`src/hdl/aprPkg.sv`:
```
package aprPkg;

  localparam int WordBits = 36;
  localparam int NumFlags = 8;
  localparam int FmDepth = 128;
  localparam int FmAdrBits = $clog2(FmDepth);

  // Bus word, bit 0 is the most significant
  typedef logic [0:WordBits-1] ebusWordT;

  // Field order matches bus bits 6 through 13
  typedef struct packed {
    logic sbusErr;
    logic nxmErr;
    logic ioPageFail;
    logic mbParErr;
    logic cDirParErr;
    logic sAdrParErr;
    logic pwrFail;
    logic sweepDone;
  } flagVecT;

  // Conditions-out control sent with a bus word
  typedef struct packed {
    logic apply;
    logic selSet;
    logic selClr;
    logic selEn;
    logic selDis;
  } conoCtlT;

  typedef enum logic [2:0] {
    fromAc          = 3'd0,
    fromAcPlus1     = 3'd1,
    fromXr          = 3'd2,
    fromVma         = 3'd3,
    fromAcPlus2     = 3'd4,
    fromAcPlus3     = 3'd5,
    fromAcPlusMagic = 3'd6,
    fromMagic       = 3'd7
  } fmSelT;

  typedef struct packed {
    logic [2:0] block;
    logic [3:0] adr;
  } fmAdrT;

  typedef struct packed {
    logic [2:0] current;
    logic [2:0] previous;
  } acBlocksT;

  // Diagnostic readback pages
  typedef enum logic [2:0] {
    pgFlags   = 3'd0,
    pgEnables = 3'd1,
    pgBlocks  = 3'd2,
    pgFmAdr   = 3'd3,
    pgSummary = 3'd4
  } diagSelT;

endpackage

```
`src/hdl/aprFlags.sv`:
```
`timescale 1ns/1ps

module aprFlags (
  input  logic             clk,
  input  logic             reset,
  input  aprPkg::conoCtlT  conoCtl,
  input  aprPkg::ebusWordT ebusData,
  input  aprPkg::flagVecT  events,
  input  logic             sweepBusy,
  output aprPkg::flagVecT  flags,
  output aprPkg::flagVecT  enables,
  output logic             interrupt,
  output logic             anyEboxErr
);
  import aprPkg::*;

  logic [NumFlags-1:0] mask;
  logic [NumFlags-1:0] setMask;
  logic [NumFlags-1:0] clrMask;
  logic [NumFlags-1:0] enMask;
  logic [NumFlags-1:0] disMask;
  flagVecT             evt;
  flagVecT             flagsNext;
  flagVecT             enablesNext;
  logic                sweepBusyQ;

  // Bus bits 6..13 select which flags a CONO touches
  always_comb begin
    mask = conoCtl.apply ? ebusData[6:13] : '0;
    setMask = conoCtl.selSet ? mask : '0;
    clrMask = conoCtl.selClr ? mask : '0;
    enMask = conoCtl.selEn ? mask : '0;
    disMask = conoCtl.selDis ? mask : '0;
  end

  // Sweep done comes from the falling edge of sweepBusy, not the event input
  always_comb begin
    evt = events;
    evt.sweepDone = sweepBusyQ & ~sweepBusy;
  end

  // Clear first so that set and enable win
  always_comb begin
    flagsNext = flagVecT'((flags & ~clrMask) | setMask | evt);
    enablesNext = flagVecT'((enables & ~disMask) | enMask);
  end

  always_ff @(posedge clk) begin
    if (reset) begin
      flags <= '0;
      enables <= '0;
      sweepBusyQ <= 1'b0;
      anyEboxErr <= 1'b0;
    end else begin
      flags <= flagsNext;
      enables <= enablesNext;
      sweepBusyQ <= sweepBusy;
      // Summary tracks the new flag values, not the old ones
      anyEboxErr <= flagsNext.nxmErr | flagsNext.mbParErr | flagsNext.sAdrParErr;
    end
  end

  assign interrupt = |(flags & enables);

endmodule

```
`src/hdl/fmAddress.sv`:
```
`timescale 1ns/1ps

module fmAddress (
  input  logic             clk,
  input  logic             reset,
  input  aprPkg::ebusWordT ebusData,
  input  logic             loadBlocks,
  input  logic             loadVmaContext,
  input  logic             xrPrevious,
  input  logic             vmaPrevEn,
  input  logic [3:0]       ac,
  input  logic [3:0]       xr,
  input  logic [3:0]       vmaLow,
  input  logic [0:8]       magic,
  input  aprPkg::fmSelT    fmSel,
  output aprPkg::fmAdrT    fmAdr,
  output aprPkg::acBlocksT blocks
);
  import aprPkg::*;

  logic [2:0] vmaBlock;
  logic [2:0] xrBlock;
  logic [3:0] acPlus1;
  logic [3:0] acPlus2;
  logic [3:0] acPlus3;
  logic [3:0] acPlusMagic;

  // AC block registers, loaded from a DATAO
  always_ff @(posedge clk) begin
    if (reset) begin
      blocks <= '0;
      vmaBlock <= 3'd0;
    end else begin
      if (loadBlocks) begin
        blocks.current <= ebusData[6:8];
        blocks.previous <= ebusData[9:11];
      end
      if (loadVmaContext) begin
        vmaBlock <= vmaPrevEn ? blocks.previous : blocks.current;
      end
    end
  end

  // All offsets wrap within the sixteen-word block
  always_comb begin
    acPlus1 = ac + 4'd1;
    acPlus2 = ac + 4'd2;
    acPlus3 = ac + 4'd3;
    acPlusMagic = ac + magic[5:8];
    xrBlock = xrPrevious ? blocks.previous : blocks.current;
  end

  always_comb begin
    fmAdr.block = blocks.current;
    fmAdr.adr = ac;
    case (fmSel)
      fromAc: begin
        fmAdr.adr = ac;
      end
      fromAcPlus1: begin
        fmAdr.adr = acPlus1;
      end
      fromXr: begin
        fmAdr.block = xrBlock;
        fmAdr.adr = xr;
      end
      fromVma: begin
        fmAdr.block = vmaBlock;
        fmAdr.adr = vmaLow;
      end
      fromAcPlus2: begin
        fmAdr.adr = acPlus2;
      end
      fromAcPlus3: begin
        fmAdr.adr = acPlus3;
      end
      fromAcPlusMagic: begin
        fmAdr.adr = acPlusMagic;
      end
      fromMagic: begin
        // Microcode names the block and the word directly
        fmAdr.block = magic[2:4];
        fmAdr.adr = magic[5:8];
      end
      default: begin
        fmAdr.adr = ac;
      end
    endcase
  end

endmodule

```
`src/hdl/fmParity.sv`:
```
`timescale 1ns/1ps

module fmParity (
  input  logic          clk,
  input  aprPkg::fmAdrT fmAdr,
  input  logic          fmWrite,
  input  logic          arExtended,
  input  logic          arParOdd,
  output logic          fmExtended,
  output logic          fmBit36
);
  import aprPkg::*;

  // Per word: extension bit, then parity XOR extension
  logic [1:0]           store [FmDepth];
  logic [FmAdrBits-1:0] idx;
  logic                 xorBit;

  assign idx = fmAdr;

  always_ff @(posedge clk) begin
    if (fmWrite) begin
      store[idx] <= {arExtended, arParOdd ^ arExtended};
    end
  end

  assign fmExtended = store[idx][1];
  assign xorBit = store[idx][0];

  // Undo the write-side XOR to recover the parity bit
  assign fmBit36 = xorBit ^ fmExtended;

endmodule

```
`src/hdl/aprDiag.sv`:
```
`timescale 1ns/1ps

module aprDiag (
  input  logic             diagRead,
  input  aprPkg::diagSelT  diagSel,
  input  aprPkg::flagVecT  flags,
  input  aprPkg::flagVecT  enables,
  input  aprPkg::acBlocksT blocks,
  input  aprPkg::fmAdrT    fmAdr,
  input  logic             interrupt,
  input  logic             anyEboxErr,
  output aprPkg::ebusWordT diagData
);
  import aprPkg::*;

  // Idle bus reads as zero so other boards can OR onto it
  always_comb begin
    diagData = '0;
    if (diagRead) begin
      case (diagSel)
        pgFlags: begin
          diagData[6:13] = flags;
        end
        pgEnables: begin
          diagData[6:13] = enables;
        end
        pgBlocks: begin
          diagData[6:8] = blocks.current;
          diagData[9:11] = blocks.previous;
        end
        pgFmAdr: begin
          diagData[6:8] = fmAdr.block;
          diagData[9:12] = fmAdr.adr;
        end
        pgSummary: begin
          diagData[14] = interrupt;
          diagData[15] = anyEboxErr;
        end
        default: begin
          diagData = '0;
        end
      endcase
    end
  end

endmodule

```
`src/hdl/aprTop.sv`:
```
`timescale 1ns/1ps

module aprTop (
  input  logic             clk,
  input  logic             reset,
  input  aprPkg::conoCtlT  conoCtl,
  input  aprPkg::ebusWordT ebusData,
  input  aprPkg::flagVecT  events,
  input  logic             sweepBusy,
  input  logic [3:0]       ac,
  input  logic [3:0]       xr,
  input  logic [3:0]       vmaLow,
  input  logic [0:8]       magic,
  input  aprPkg::fmSelT    fmSel,
  input  logic             loadBlocks,
  input  logic             loadVmaContext,
  input  logic             xrPrevious,
  input  logic             vmaPrevEn,
  input  logic             fmWrite,
  input  logic             arExtended,
  input  logic             arParOdd,
  input  logic             diagRead,
  input  aprPkg::diagSelT  diagSel,
  output logic             interrupt,
  output logic             anyEboxErr,
  output aprPkg::fmAdrT    fmAdr,
  output logic             fmExtended,
  output logic             fmBit36,
  output aprPkg::ebusWordT diagData
);
  import aprPkg::*;

  flagVecT  flags;
  flagVecT  enables;
  acBlocksT blocks;

  aprFlags u_flags (
    .clk       (clk),
    .reset     (reset),
    .conoCtl   (conoCtl),
    .ebusData  (ebusData),
    .events    (events),
    .sweepBusy (sweepBusy),
    .flags     (flags),
    .enables   (enables),
    .interrupt (interrupt),
    .anyEboxErr(anyEboxErr)
  );

  fmAddress u_fmAddress (
    .clk           (clk),
    .reset         (reset),
    .ebusData      (ebusData),
    .loadBlocks    (loadBlocks),
    .loadVmaContext(loadVmaContext),
    .xrPrevious    (xrPrevious),
    .vmaPrevEn     (vmaPrevEn),
    .ac            (ac),
    .xr            (xr),
    .vmaLow        (vmaLow),
    .magic         (magic),
    .fmSel         (fmSel),
    .fmAdr         (fmAdr),
    .blocks        (blocks)
  );

  fmParity u_fmParity (
    .clk       (clk),
    .fmAdr     (fmAdr),
    .fmWrite   (fmWrite),
    .arExtended(arExtended),
    .arParOdd  (arParOdd),
    .fmExtended(fmExtended),
    .fmBit36   (fmBit36)
  );

  aprDiag u_diag (
    .diagRead  (diagRead),
    .diagSel   (diagSel),
    .flags     (flags),
    .enables   (enables),
    .blocks    (blocks),
    .fmAdr     (fmAdr),
    .interrupt (interrupt),
    .anyEboxErr(anyEboxErr),
    .diagData  (diagData)
  );

endmodule

```
`config.mk`:
```
export PLATFORM = sky130hd
export DESIGN_NAME = aprTop
export DESIGN_NICKNAME = d
export VERILOG_FILES = /design/src/hdl/aprPkg.sv /design/src/hdl/aprFlags.sv /design/src/hdl/fmAddress.sv /design/src/hdl/fmParity.sv /design/src/hdl/aprDiag.sv /design/src/hdl/aprTop.sv
export SDC_FILE = /design/constraint.sdc
export NUM_CORES = 1
export LEC_CHECK = 0
export ABC_AREA = 1
export BUFFER_PORTS_ARGS = -buffer_cell sky130_fd_sc_hd__buf_2
export CORE_MARGIN = 8
export CORE_UTILIZATION = 40
export CTS_CLUSTER_DIAMETER = 100
export CTS_CLUSTER_SIZE = 12
export DETAILED_ROUTE_END_ITERATION = 8
export GPL_TIMING_DRIVEN = 0
export PLACE_DENSITY_LB_ADDON = 0.15
export SYNTH_ARGS = -nofsm -noshare
export SYNTH_HDL_FRONTEND = slang
export SYNTH_HIERARCHICAL = 1
export SYNTH_SLANG_ARGS = --single-unit
```
`constraint.sdc`:
```
create_clock -name clk -period 6.4 [get_ports clk]
set_clock_uncertainty 0.05 [all_clocks]
set_input_delay 1.28 -clock clk [delete_from_list [all_inputs] [get_ports clk]]
set_output_delay 1.28 -clock clk [all_outputs]
set_load 0.005 [all_outputs]
```
Yosys cells after proc, flatten, opt, wreduce, memory -nomap -nowiden
Memories as Yosys holds them, arrays and structs flattened.
Cells that the tools add are included.
{"block": "classes", "bitwise_logic": 14, "add_sub_neg": 4, "n_reduce_logical": 3, "muxes": 16, "n_eq_ne": 11}
{"operator": "2-to-1 mux 8 bit", "n": 5}
{"operator": "case mux 4 bit (8 select lines)", "n": 1}
{"operator": "2-to-1 mux 30 bit", "n": 1}
{"operator": "AND 8 bit", "n": 3}
{"operator": "bitwise OR 8 bit", "n": 3}
{"operator": "case mux 6 bit (4 select lines)", "n": 1}
{"operator": "NOT 8 bit", "n": 2}
{"operator": "== test 3 bit (second input constant)", "n": 5}
{"operator": "== test 3 x 2 -> 1 bit (second input constant)", "n": 4}
{"operator": "case mux 3 bit (3 select lines)", "n": 1}
{"operator": "adder 4 x 2 -> 4 bit (second input constant)", "n": 2}
{"operator": "OR reduction 8 bit", "n": 1}
{"operator": "== test 3 x 1 -> 1 bit (second input constant)", "n": 2}
{"operator": "logical NOT 3 bit", "n": 2}
{"operator": "2-to-1 mux 3 bit", "n": 2}
{"operator": "adder 4 x 1 -> 4 bit (second input constant)", "n": 1}
{"operator": "adder 4 bit", "n": 1}
{"operator": "case mux 1 bit (3 select lines)", "n": 1}
{"operator": "2-to-1 mux 1 bit", "n": 2}
{"operator": "2-to-1 mux 2 bit", "n": 1}
{"operator": "bitwise OR 1 bit", "n": 2}
{"operator": "case mux 1 bit (2 select lines)", "n": 1}
{"operator": "bitwise XOR 1 bit", "n": 2}
{"operator": "AND 1 bit", "n": 1}
{"operator": "NOT 1 bit", "n": 1}
{"block": "totals", "ramBits": 256, "in_bits": 87, "out_inout_bits": 47, "n_memories": 1, "elab_cells": 70, "reg_bits": 27}
{"memory": "u_fmParity.store", "words": 128, "word_bits": 2, "read_ports": 1, "rd_ports_with_merged_regs": 0, "wr": 1, "line": "fmParity.sv:15", "source": "logic [1:0] store [FmDepth];"}

Logic depth before layout (Yosys ltp)
{"block": "logic_depth", "depth_word": 8, "depth_mapped": 25, "depth_no_buf": 24}

Modules after synthesis
The synthesis kept the hierarchy.
{"module": "fmParity", "seq_area_each_um2": 7687.4, "area_per_inst_um2": 11683.7, "cells_per_inst": 1268, "instances": 1}
{"module": "fmAddress", "seq_area_each_um2": 180.2, "area_per_inst_um2": 849.6, "cells_per_inst": 136, "instances": 1}
{"module": "aprFlags", "seq_area_each_um2": 360.3, "area_per_inst_um2": 847.1, "cells_per_inst": 114, "instances": 1}
{"module": "aprDiag", "seq_area_each_um2": 0.0, "area_per_inst_um2": 566.8, "cells_per_inst": 100, "instances": 1}

Worst setup path after synthesis
Ideal clock, no wire load.
{"block": "synth_path", "path_kind": "input port to flip-flop", "from": "input port arExtended", "to": "memory u_fmParity.store[0][0] (data pin)", "path_slack_ps": 868, "setup_ps": 864, "cell_stages": 1, "path_buffers": 0, "required_ps": 5486, "arrival_ps": 4618, "path_cell_list": "xor2_1"}
{"block": "synth_between", "elab_chain_len": 1}
{"element": "from (decl)", "line": "aprTop.sv:20", "source": "input logic arExtended,"}
{"element": "bitwise XOR 1 bit", "line": "fmParity.sv:23", "source": "store[idx] <= {arExtended, arParOdd ^ arExtended};"}
{"element": "to (decl)", "line": "fmParity.sv:15"}
No other way between the ends.

Worst setup path in the final report
{"block": "layout_path", "from": "input port fmSel[1]", "to": "output port fmBit36"}
{"block": "layout_between", "elab_chain_len": 4, "elab_cells_between_ends": 12, "cone_classes": "eq/ne: 7; mux: 2; bitwise: 1; reduce/logical: 1; memory: 1"}
{"element": "from (decl)", "line": "aprTop.sv:14", "source": "input aprPkg::fmSelT fmSel,"}
{"element": "== test 3 bit, or another cell as far along", "line": "fmAddress.sv:56", "source": "case (fmSel)"}
{"element": "case mux 4 bit (8 select lines) / case mux 3 bit (3 select lines) (equally long branches)", "line": "fmAddress.sv:56"}
{"element": "memory (128 x 2 bit) *"}
{"element": "bitwise XOR 1 bit *", "line": "fmParity.sv:31", "source": "assign fmBit36 = xorBit ^ fmExtended;"}
{"element": "to (decl)", "line": "aprTop.sv:28", "source": "output logic fmBit36,"}
Mark *: on every way between the ends. The rest lies on a longest branch, timed or not.

==> impl_metrics.xml <==
<?xml version="1.0" encoding="UTF-8"?>
<metrics>
  <group name="status">
    <metric name="status" unit="">finished, final reports clean</metric>
  </group>
  <group name="floorplanning">
    <metric name="coreArea" unit="um^2">34500</metric>
    <metric name="die_w" unit="um">203</metric>
    <metric name="floorplan.rows" unit="">68</metric>
    <metric name="floorplan.initialDensity" unit="">0.405</metric>
    <metric name="boundaryPins" unit="">134</metric>
    <metric name="fp.dieArea" unit="um^2">41100</metric>
    <metric name="chipHeight" unit="um">203</metric>
  </group>
  <group name="placed_design">
    <metric name="placedInstanceArea" unit="um^2">15100</metric>
    <metric name="hpwlAfterDp" unit="um">29000</metric>
    <metric name="place.detailed.instances" unit="">2174</metric>
    <metric name="gp_routability_congestion" unit="">0.868</metric>
    <metric name="portBuffers" unit="">72</metric>
  </group>
  <group name="route">
    <metric name="final_antenna_net_count" unit="">0</metric>
    <metric name="via_count" unit="">11300</metric>
    <metric name="drt_first_iter_violations" unit="">1000</metric>
    <metric name="drt-total-wl" unit="um">43500</metric>
    <metric name="wire_per_inst" unit="um">19.6</metric>
    <metric name="via_per_inst" unit="">5.08</metric>
    <metric name="remaining_drc_errors" unit="">0</metric>
    <metric name="detail_route.first_pass.iterations" unit="">5</metric>
  </group>
  <group name="sta">
    <metric name="slew_violations" unit="">0</metric>
    <metric name="hold_viol" unit="">0</metric>
    <metric name="finalSetupViolCount" unit="">0</metric>
    <metric name="timing.setup.tns" unit="ns">0</metric>
    <metric name="final.min_clock_period" unit="ns">6.17</metric>
    <metric name="slew_headroom" unit="">0.262</metric>
    <metric name="worstMarginPinSlew" unit="ns">1.11</metric>
    <metric name="max_fclk" unit="MHz">162</metric>
    <metric name="setup_repair_after_global_routing_missed_its_margin" unit="">false</metric>
    <metric name="layout_worst_path_cycle_share" unit="">0.965</metric>
  </group>
  <group name="cells_and_area">
    <metric name="final_cell_area" unit="um^2">16000</metric>
    <metric name="mostFrequentLayoutCell" unit="">sky130_fd_sc_hd__nand2_1</metric>
    <metric name="utilization" unit="">0.464</metric>
    <metric name="design.final.nets" unit="">1848</metric>
    <metric name="filler_cell_count" unit="">3405</metric>
    <metric name="antenna_diode_count" unit="">0</metric>
    <metric name="stdcell_count" unit="">2221</metric>
    <metric name="final_layout_size_suffix_gt1_frac" unit="">0.131</metric>
    <metric name="area.growth.synth_to_final" unit="%">14.8</metric>
    <metric name="layout.cells.most_common_list" unit="">sky130_fd_sc_hd__nand2_1 (717), sky130_fd_sc_hd__edfxtp_1 (256), sky130_fd_sc_hd__nor2_1 (211), sky130_fd_sc_hd__inv_1 (110), sky130_fd_sc_hd__buf_2 (90)</metric>
  </group>
  <group name="logic_synthesis">
    <metric name="ys_types" unit="">39</metric>
    <metric name="synth_simple_gate_area_share" unit="">0.301</metric>
    <metric name="average_cell_area_after_synthesis" unit="um^2">8.62</metric>
    <metric name="synthXorXnorAreaFrac" unit="">0.00188</metric>
    <metric name="yosysWarnings" unit="">6</metric>
    <metric name="yosysSeqAreaShare" unit="">0.590</metric>
    <metric name="ys_ff_latch" unit="">283</metric>
    <metric name="compound_gate_fraction_of_synth_area" unit="">0.0250</metric>
    <metric name="post_synth_mux_area_share" unit="">0</metric>
    <metric name="largest_family_of_logic_cells_by_synthesized_area" unit="">simple AND/OR/NAND/NOR gates</metric>
    <metric name="netlist_area_before_placement" unit="um^2">13900</metric>
    <metric name="synth-adder-area-share" unit="">0.00502</metric>
    <metric name="postSynthCellCount" unit="">1618</metric>
  </group>
  <group name="power_and_ir_drop">
    <metric name="net-switching-power" unit="W">0.00127</metric>
    <metric name="irDropWorstVdd" unit="V">0.000203</metric>
    <metric name="p_int" unit="W">0.00310</metric>
    <metric name="power_frac_seq" unit="">0.471</metric>
    <metric name="fin_total_pwr" unit="W">0.00437</metric>
    <metric name="leakage_power_total" unit="nW">6.99</metric>
    <metric name="swShare" unit="">0.291</metric>
    <metric name="clkPwrFrac" unit="">0.337</metric>
    <metric name="share_comb_of_total_power" unit="">0.192</metric>
    <metric name="power-per-cell-area" unit="nW/um^2">273</metric>
  </group>
  <group name="critical_path">
    <metric name="endpoint_kind" unit="">output pin</metric>
    <metric name="worstSetupStartpointType" unit="">input pin</metric>
    <metric name="worst_endpoint_required_time" unit="ns">5.07</metric>
    <metric name="path_class" unit="">input pin to output pin</metric>
    <metric name="critical_path_peak_fanout" unit="">10</metric>
    <metric name="cp_data_arrival_time" unit="ns">4.84</metric>
  </group>
  <group name="cts">
    <metric name="tritoncts.num_buffers" unit="">27</metric>
    <metric name="cts_hold_repair.buffers" unit="">0</metric>
    <metric name="tritoncts_clock_tree" unit="">built</metric>
    <metric name="clkLatencyLatePin" unit="ns">0.54</metric>
    <metric name="cts-root-buf" unit="">sky130_fd_sc_hd__clkbuf_16</metric>
    <metric name="count_of_h_tree_levels_built_during_cts" unit="">1</metric>
    <metric name="clock_path_buffers" unit="">3</metric>
    <metric name="clkTransAtPathRegs" unit="ns">0.06</metric>
    <metric name="number_of_clock_sinks" unit="">283</metric>
  </group>
  <group name="global_routing">
    <metric name="globalRouteMet1Util" unit="">0.281</metric>
    <metric name="antenna_found_initial" unit="">0</metric>
    <metric name="track_usage" unit="">0.208</metric>
    <metric name="grt_first_pass_wirelength" unit="um">65100</metric>
    <metric name="vias_in_the_first_global_route" unit="">10800</metric>
    <metric name="overflow" unit="">0</metric>
    <metric name="gr-usage-met2" unit="">0.339</metric>
    <metric name="globalRoute.busiestLayer" unit="">met2</metric>
    <metric name="globalRouteMet3Util" unit="">0.0363</metric>
    <metric name="grt_max_degree" unit="">69</metric>
  </group>
  <group name="hold_path">
    <metric name="hp-class" unit="">flip-flop to flip-flop</metric>
  </group>
  <group name="flow_run">
    <metric name="drv_cap" unit="">0</metric>
  </group>
</metrics>
cell usage after synthesis:
| master | n | area [um^2] |
|---|---|---|
| sky130_fd_sc_hd__nand2_1 | 720 | 2700 |
| sky130_fd_sc_hd__edfxtp_1 | 256 | 7690 |
| sky130_fd_sc_hd__nor2_1 | 213 | 800 |
| sky130_fd_sc_hd__inv_1 | 111 | 417 |
| sky130_fd_sc_hd__nand3_1 | 71 | 355 |
| sky130_fd_sc_hd__buf_4 | 39 | 293 |
| sky130_fd_sc_hd__o21ai_0 | 28 | 140 |
| sky130_fd_sc_hd__dfxtp_1 | 27 | 541 |
| sky130_fd_sc_hd__buf_2 | 23 | 115 |
| sky130_fd_sc_hd__nand4_1 | 22 | 138 |
| sky130_fd_sc_hd__clkbuf_1 | 14 | 52.6 |
| sky130_fd_sc_hd__a21oi_1 | 12 | 60.1 |
| sky130_fd_sc_hd__buf_6 | 10 | 113 |
| sky130_fd_sc_hd__inv_2 | 7 | 26.3 |
| sky130_fd_sc_hd__buf_1 | 6 | 22.5 |
| sky130_fd_sc_hd__a31oi_1 | 5 | 31.3 |
| sky130_fd_sc_hd__nand2_2 | 5 | 31.3 |
| sky130_fd_sc_hd__a22o_1 | 4 | 35.0 |
| sky130_fd_sc_hd__ha_1 | 4 | 50.1 |
| sky130_fd_sc_hd__nor2_2 | 4 | 25.0 |
| sky130_fd_sc_hd__nor2_4 | 4 | 45.0 |
| sky130_fd_sc_hd__or2_1 | 4 | 25.0 |
| sky130_fd_sc_hd__a22oi_1 | 3 | 22.5 |
| sky130_fd_sc_hd__nand3_2 | 3 | 30.0 |
| sky130_fd_sc_hd__o211ai_1 | 3 | 22.5 |
| sky130_fd_sc_hd__a21oi_2 | 2 | 17.5 |
| sky130_fd_sc_hd__clkinv_1 | 2 | 7.51 |
| sky130_fd_sc_hd__nor3_1 | 2 | 10.0 |
| sky130_fd_sc_hd__o21ai_1 | 2 | 10.0 |
| sky130_fd_sc_hd__or2_2 | 2 | 12.5 |
| sky130_fd_sc_hd__xor2_1 | 2 | 17.5 |
| sky130_fd_sc_hd__buf_12 | 1 | 20.0 |
| sky130_fd_sc_hd__clkinv_4 | 1 | 8.76 |
| sky130_fd_sc_hd__conb_1 | 1 | 3.75 |
| sky130_fd_sc_hd__fa_1 | 1 | 20.0 |
| sky130_fd_sc_hd__nand2_4 | 1 | 11.3 |
| sky130_fd_sc_hd__nor3_2 | 1 | 10.0 |
| sky130_fd_sc_hd__o211a_1 | 1 | 10.0 |
| sky130_fd_sc_hd__xnor2_1 | 1 | 8.76 |
sequential cells by signal, indices dropped and copies added (netlist names):
name,count
u_flags/flags,8
u_fmParity/store,256
u_fmAddress/blocks,6
u_flags/anyEboxErr,1
u_flags/enables,8
u_flags/sweepBusyQ,1
u_fmAddress/vmaBlock,3
kinds of logic (layout without fill, tap and decap cells):
| family | after synthesis | after routing |
|---|---|---|
| XOR/XNOR | 3 | 3 |
| buffers and inverters | 214 | 337 |
| flip-flops | 283 | 283 |
| adder cells (fa/ha/maj) | 5 | 5 |
| AO/OA/AOI/OAI | 60 | 60 |
| AND/OR/NAND/NOR | 1052 | 1052 |
| other | 1 | 26 |
repair_timing:
item                                    4_1_cts  5_1_grt
buffers inserted                              3        5
endpoints found under the setup margin        2        2
gates resized for setup                       9       22
pin swaps                                     1        5
path summary, 6_finish.rpt:
kind	from	end	slack [ns]	cells after the start
worst max-delay path	fmSel[1]	fmBit36	0.23	28
worst min-delay path	u_flags/sweepBusyQ	u_flags/flags[0]	0.44	2
worst max register to register	u_fmAddress/vmaBlock[0]	u_fmParity/store[101][1]	3.58	6
worst min register to register	u_flags/sweepBusyQ	u_flags/flags[0]	0.44	2
critical path, stage by stage:
cell	delay (ns)
sky130_fd_sc_hd__buf_2	0.16
sky130_fd_sc_hd__inv_2	0.07
sky130_fd_sc_hd__nor2_4	0.12
sky130_fd_sc_hd__nand2_2	0.09
sky130_fd_sc_hd__or2_1	0.22
sky130_fd_sc_hd__ha_1	0.22
sky130_fd_sc_hd__fa_1	0.38
sky130_fd_sc_hd__xnor2_1	0.16
sky130_fd_sc_hd__a21oi_1	0.06
sky130_fd_sc_hd__nor2_1	0.13
sky130_fd_sc_hd__nand3_2	0.12
sky130_fd_sc_hd__buf_8	0.17
sky130_fd_sc_hd__inv_4	0.12
sky130_fd_sc_hd__nor2_4	0.06
sky130_fd_sc_hd__buf_12	0.14
sky130_fd_sc_hd__nand3_1	0.07
sky130_fd_sc_hd__nand2_1	0.06
sky130_fd_sc_hd__nor2_1	0.16
sky130_fd_sc_hd__nor2_1	0.05
sky130_fd_sc_hd__nor2_1	0.16
sky130_fd_sc_hd__nand2_1	0.08
sky130_fd_sc_hd__nand2_1	0.07
sky130_fd_sc_hd__nand2_1	0.06
sky130_fd_sc_hd__nor2_1	0.14
sky130_fd_sc_hd__nand2_2	0.12
sky130_fd_sc_hd__nand2_1	0.07
sky130_fd_sc_hd__nand2_1	0.12
sky130_fd_sc_hd__buf_2	0.16
metal layers:
layer	share of wire	wire length (um)
met5	0	0
met4	0.026	1140
met3	0.080	3490
met2	0.46	20000
met1	0.43	18800
stage by stage:
step           hold WS (ns)  worst slack (ns)
2_1_floorplan         0.387             0.868
3_3_place_gp          0.435             -5.12
3_5_place_dp          0.426            -0.320
4_1_cts               0.443           0.00386
5_1_grt               0.459           0.00431
6_report              0.442             0.226
cell type report:
type / count / area (um^2) / area share
clock buffer: 37 / 717 / 0.0448
clock inverter: 2 / 38.8 / 0.00242
inverter: 121 / 465 / 0.0291
timing repair buffer: 84 / 531 / 0.0331
buffer: 93 / 649 / 0.0406
multi-input combinational: 1146 / 4810 / 0.300
sequential: 283 / 8230 / 0.514
tap: 455 / 569 / 0.0356
power by group through the flow:
| stage | clock, W | combinational (W) | sequential (W) |
|---|---|---|---|
| global route | 0.00157 | 0.000912 | 0.00206 |
| detailed placement | 0 | 0.000795 | 0.00210 |
| floorplan | 0 | 0.000459 | 0.00210 |
| finish | 0.00147 | 0.000838 | 0.00206 |
| global placement | 0 | 0.000780 | 0.00211 |
| CTS | 0.00150 | 0.000812 | 0.00206 |
No activity file was read; power rests on OpenSTA's default activity.
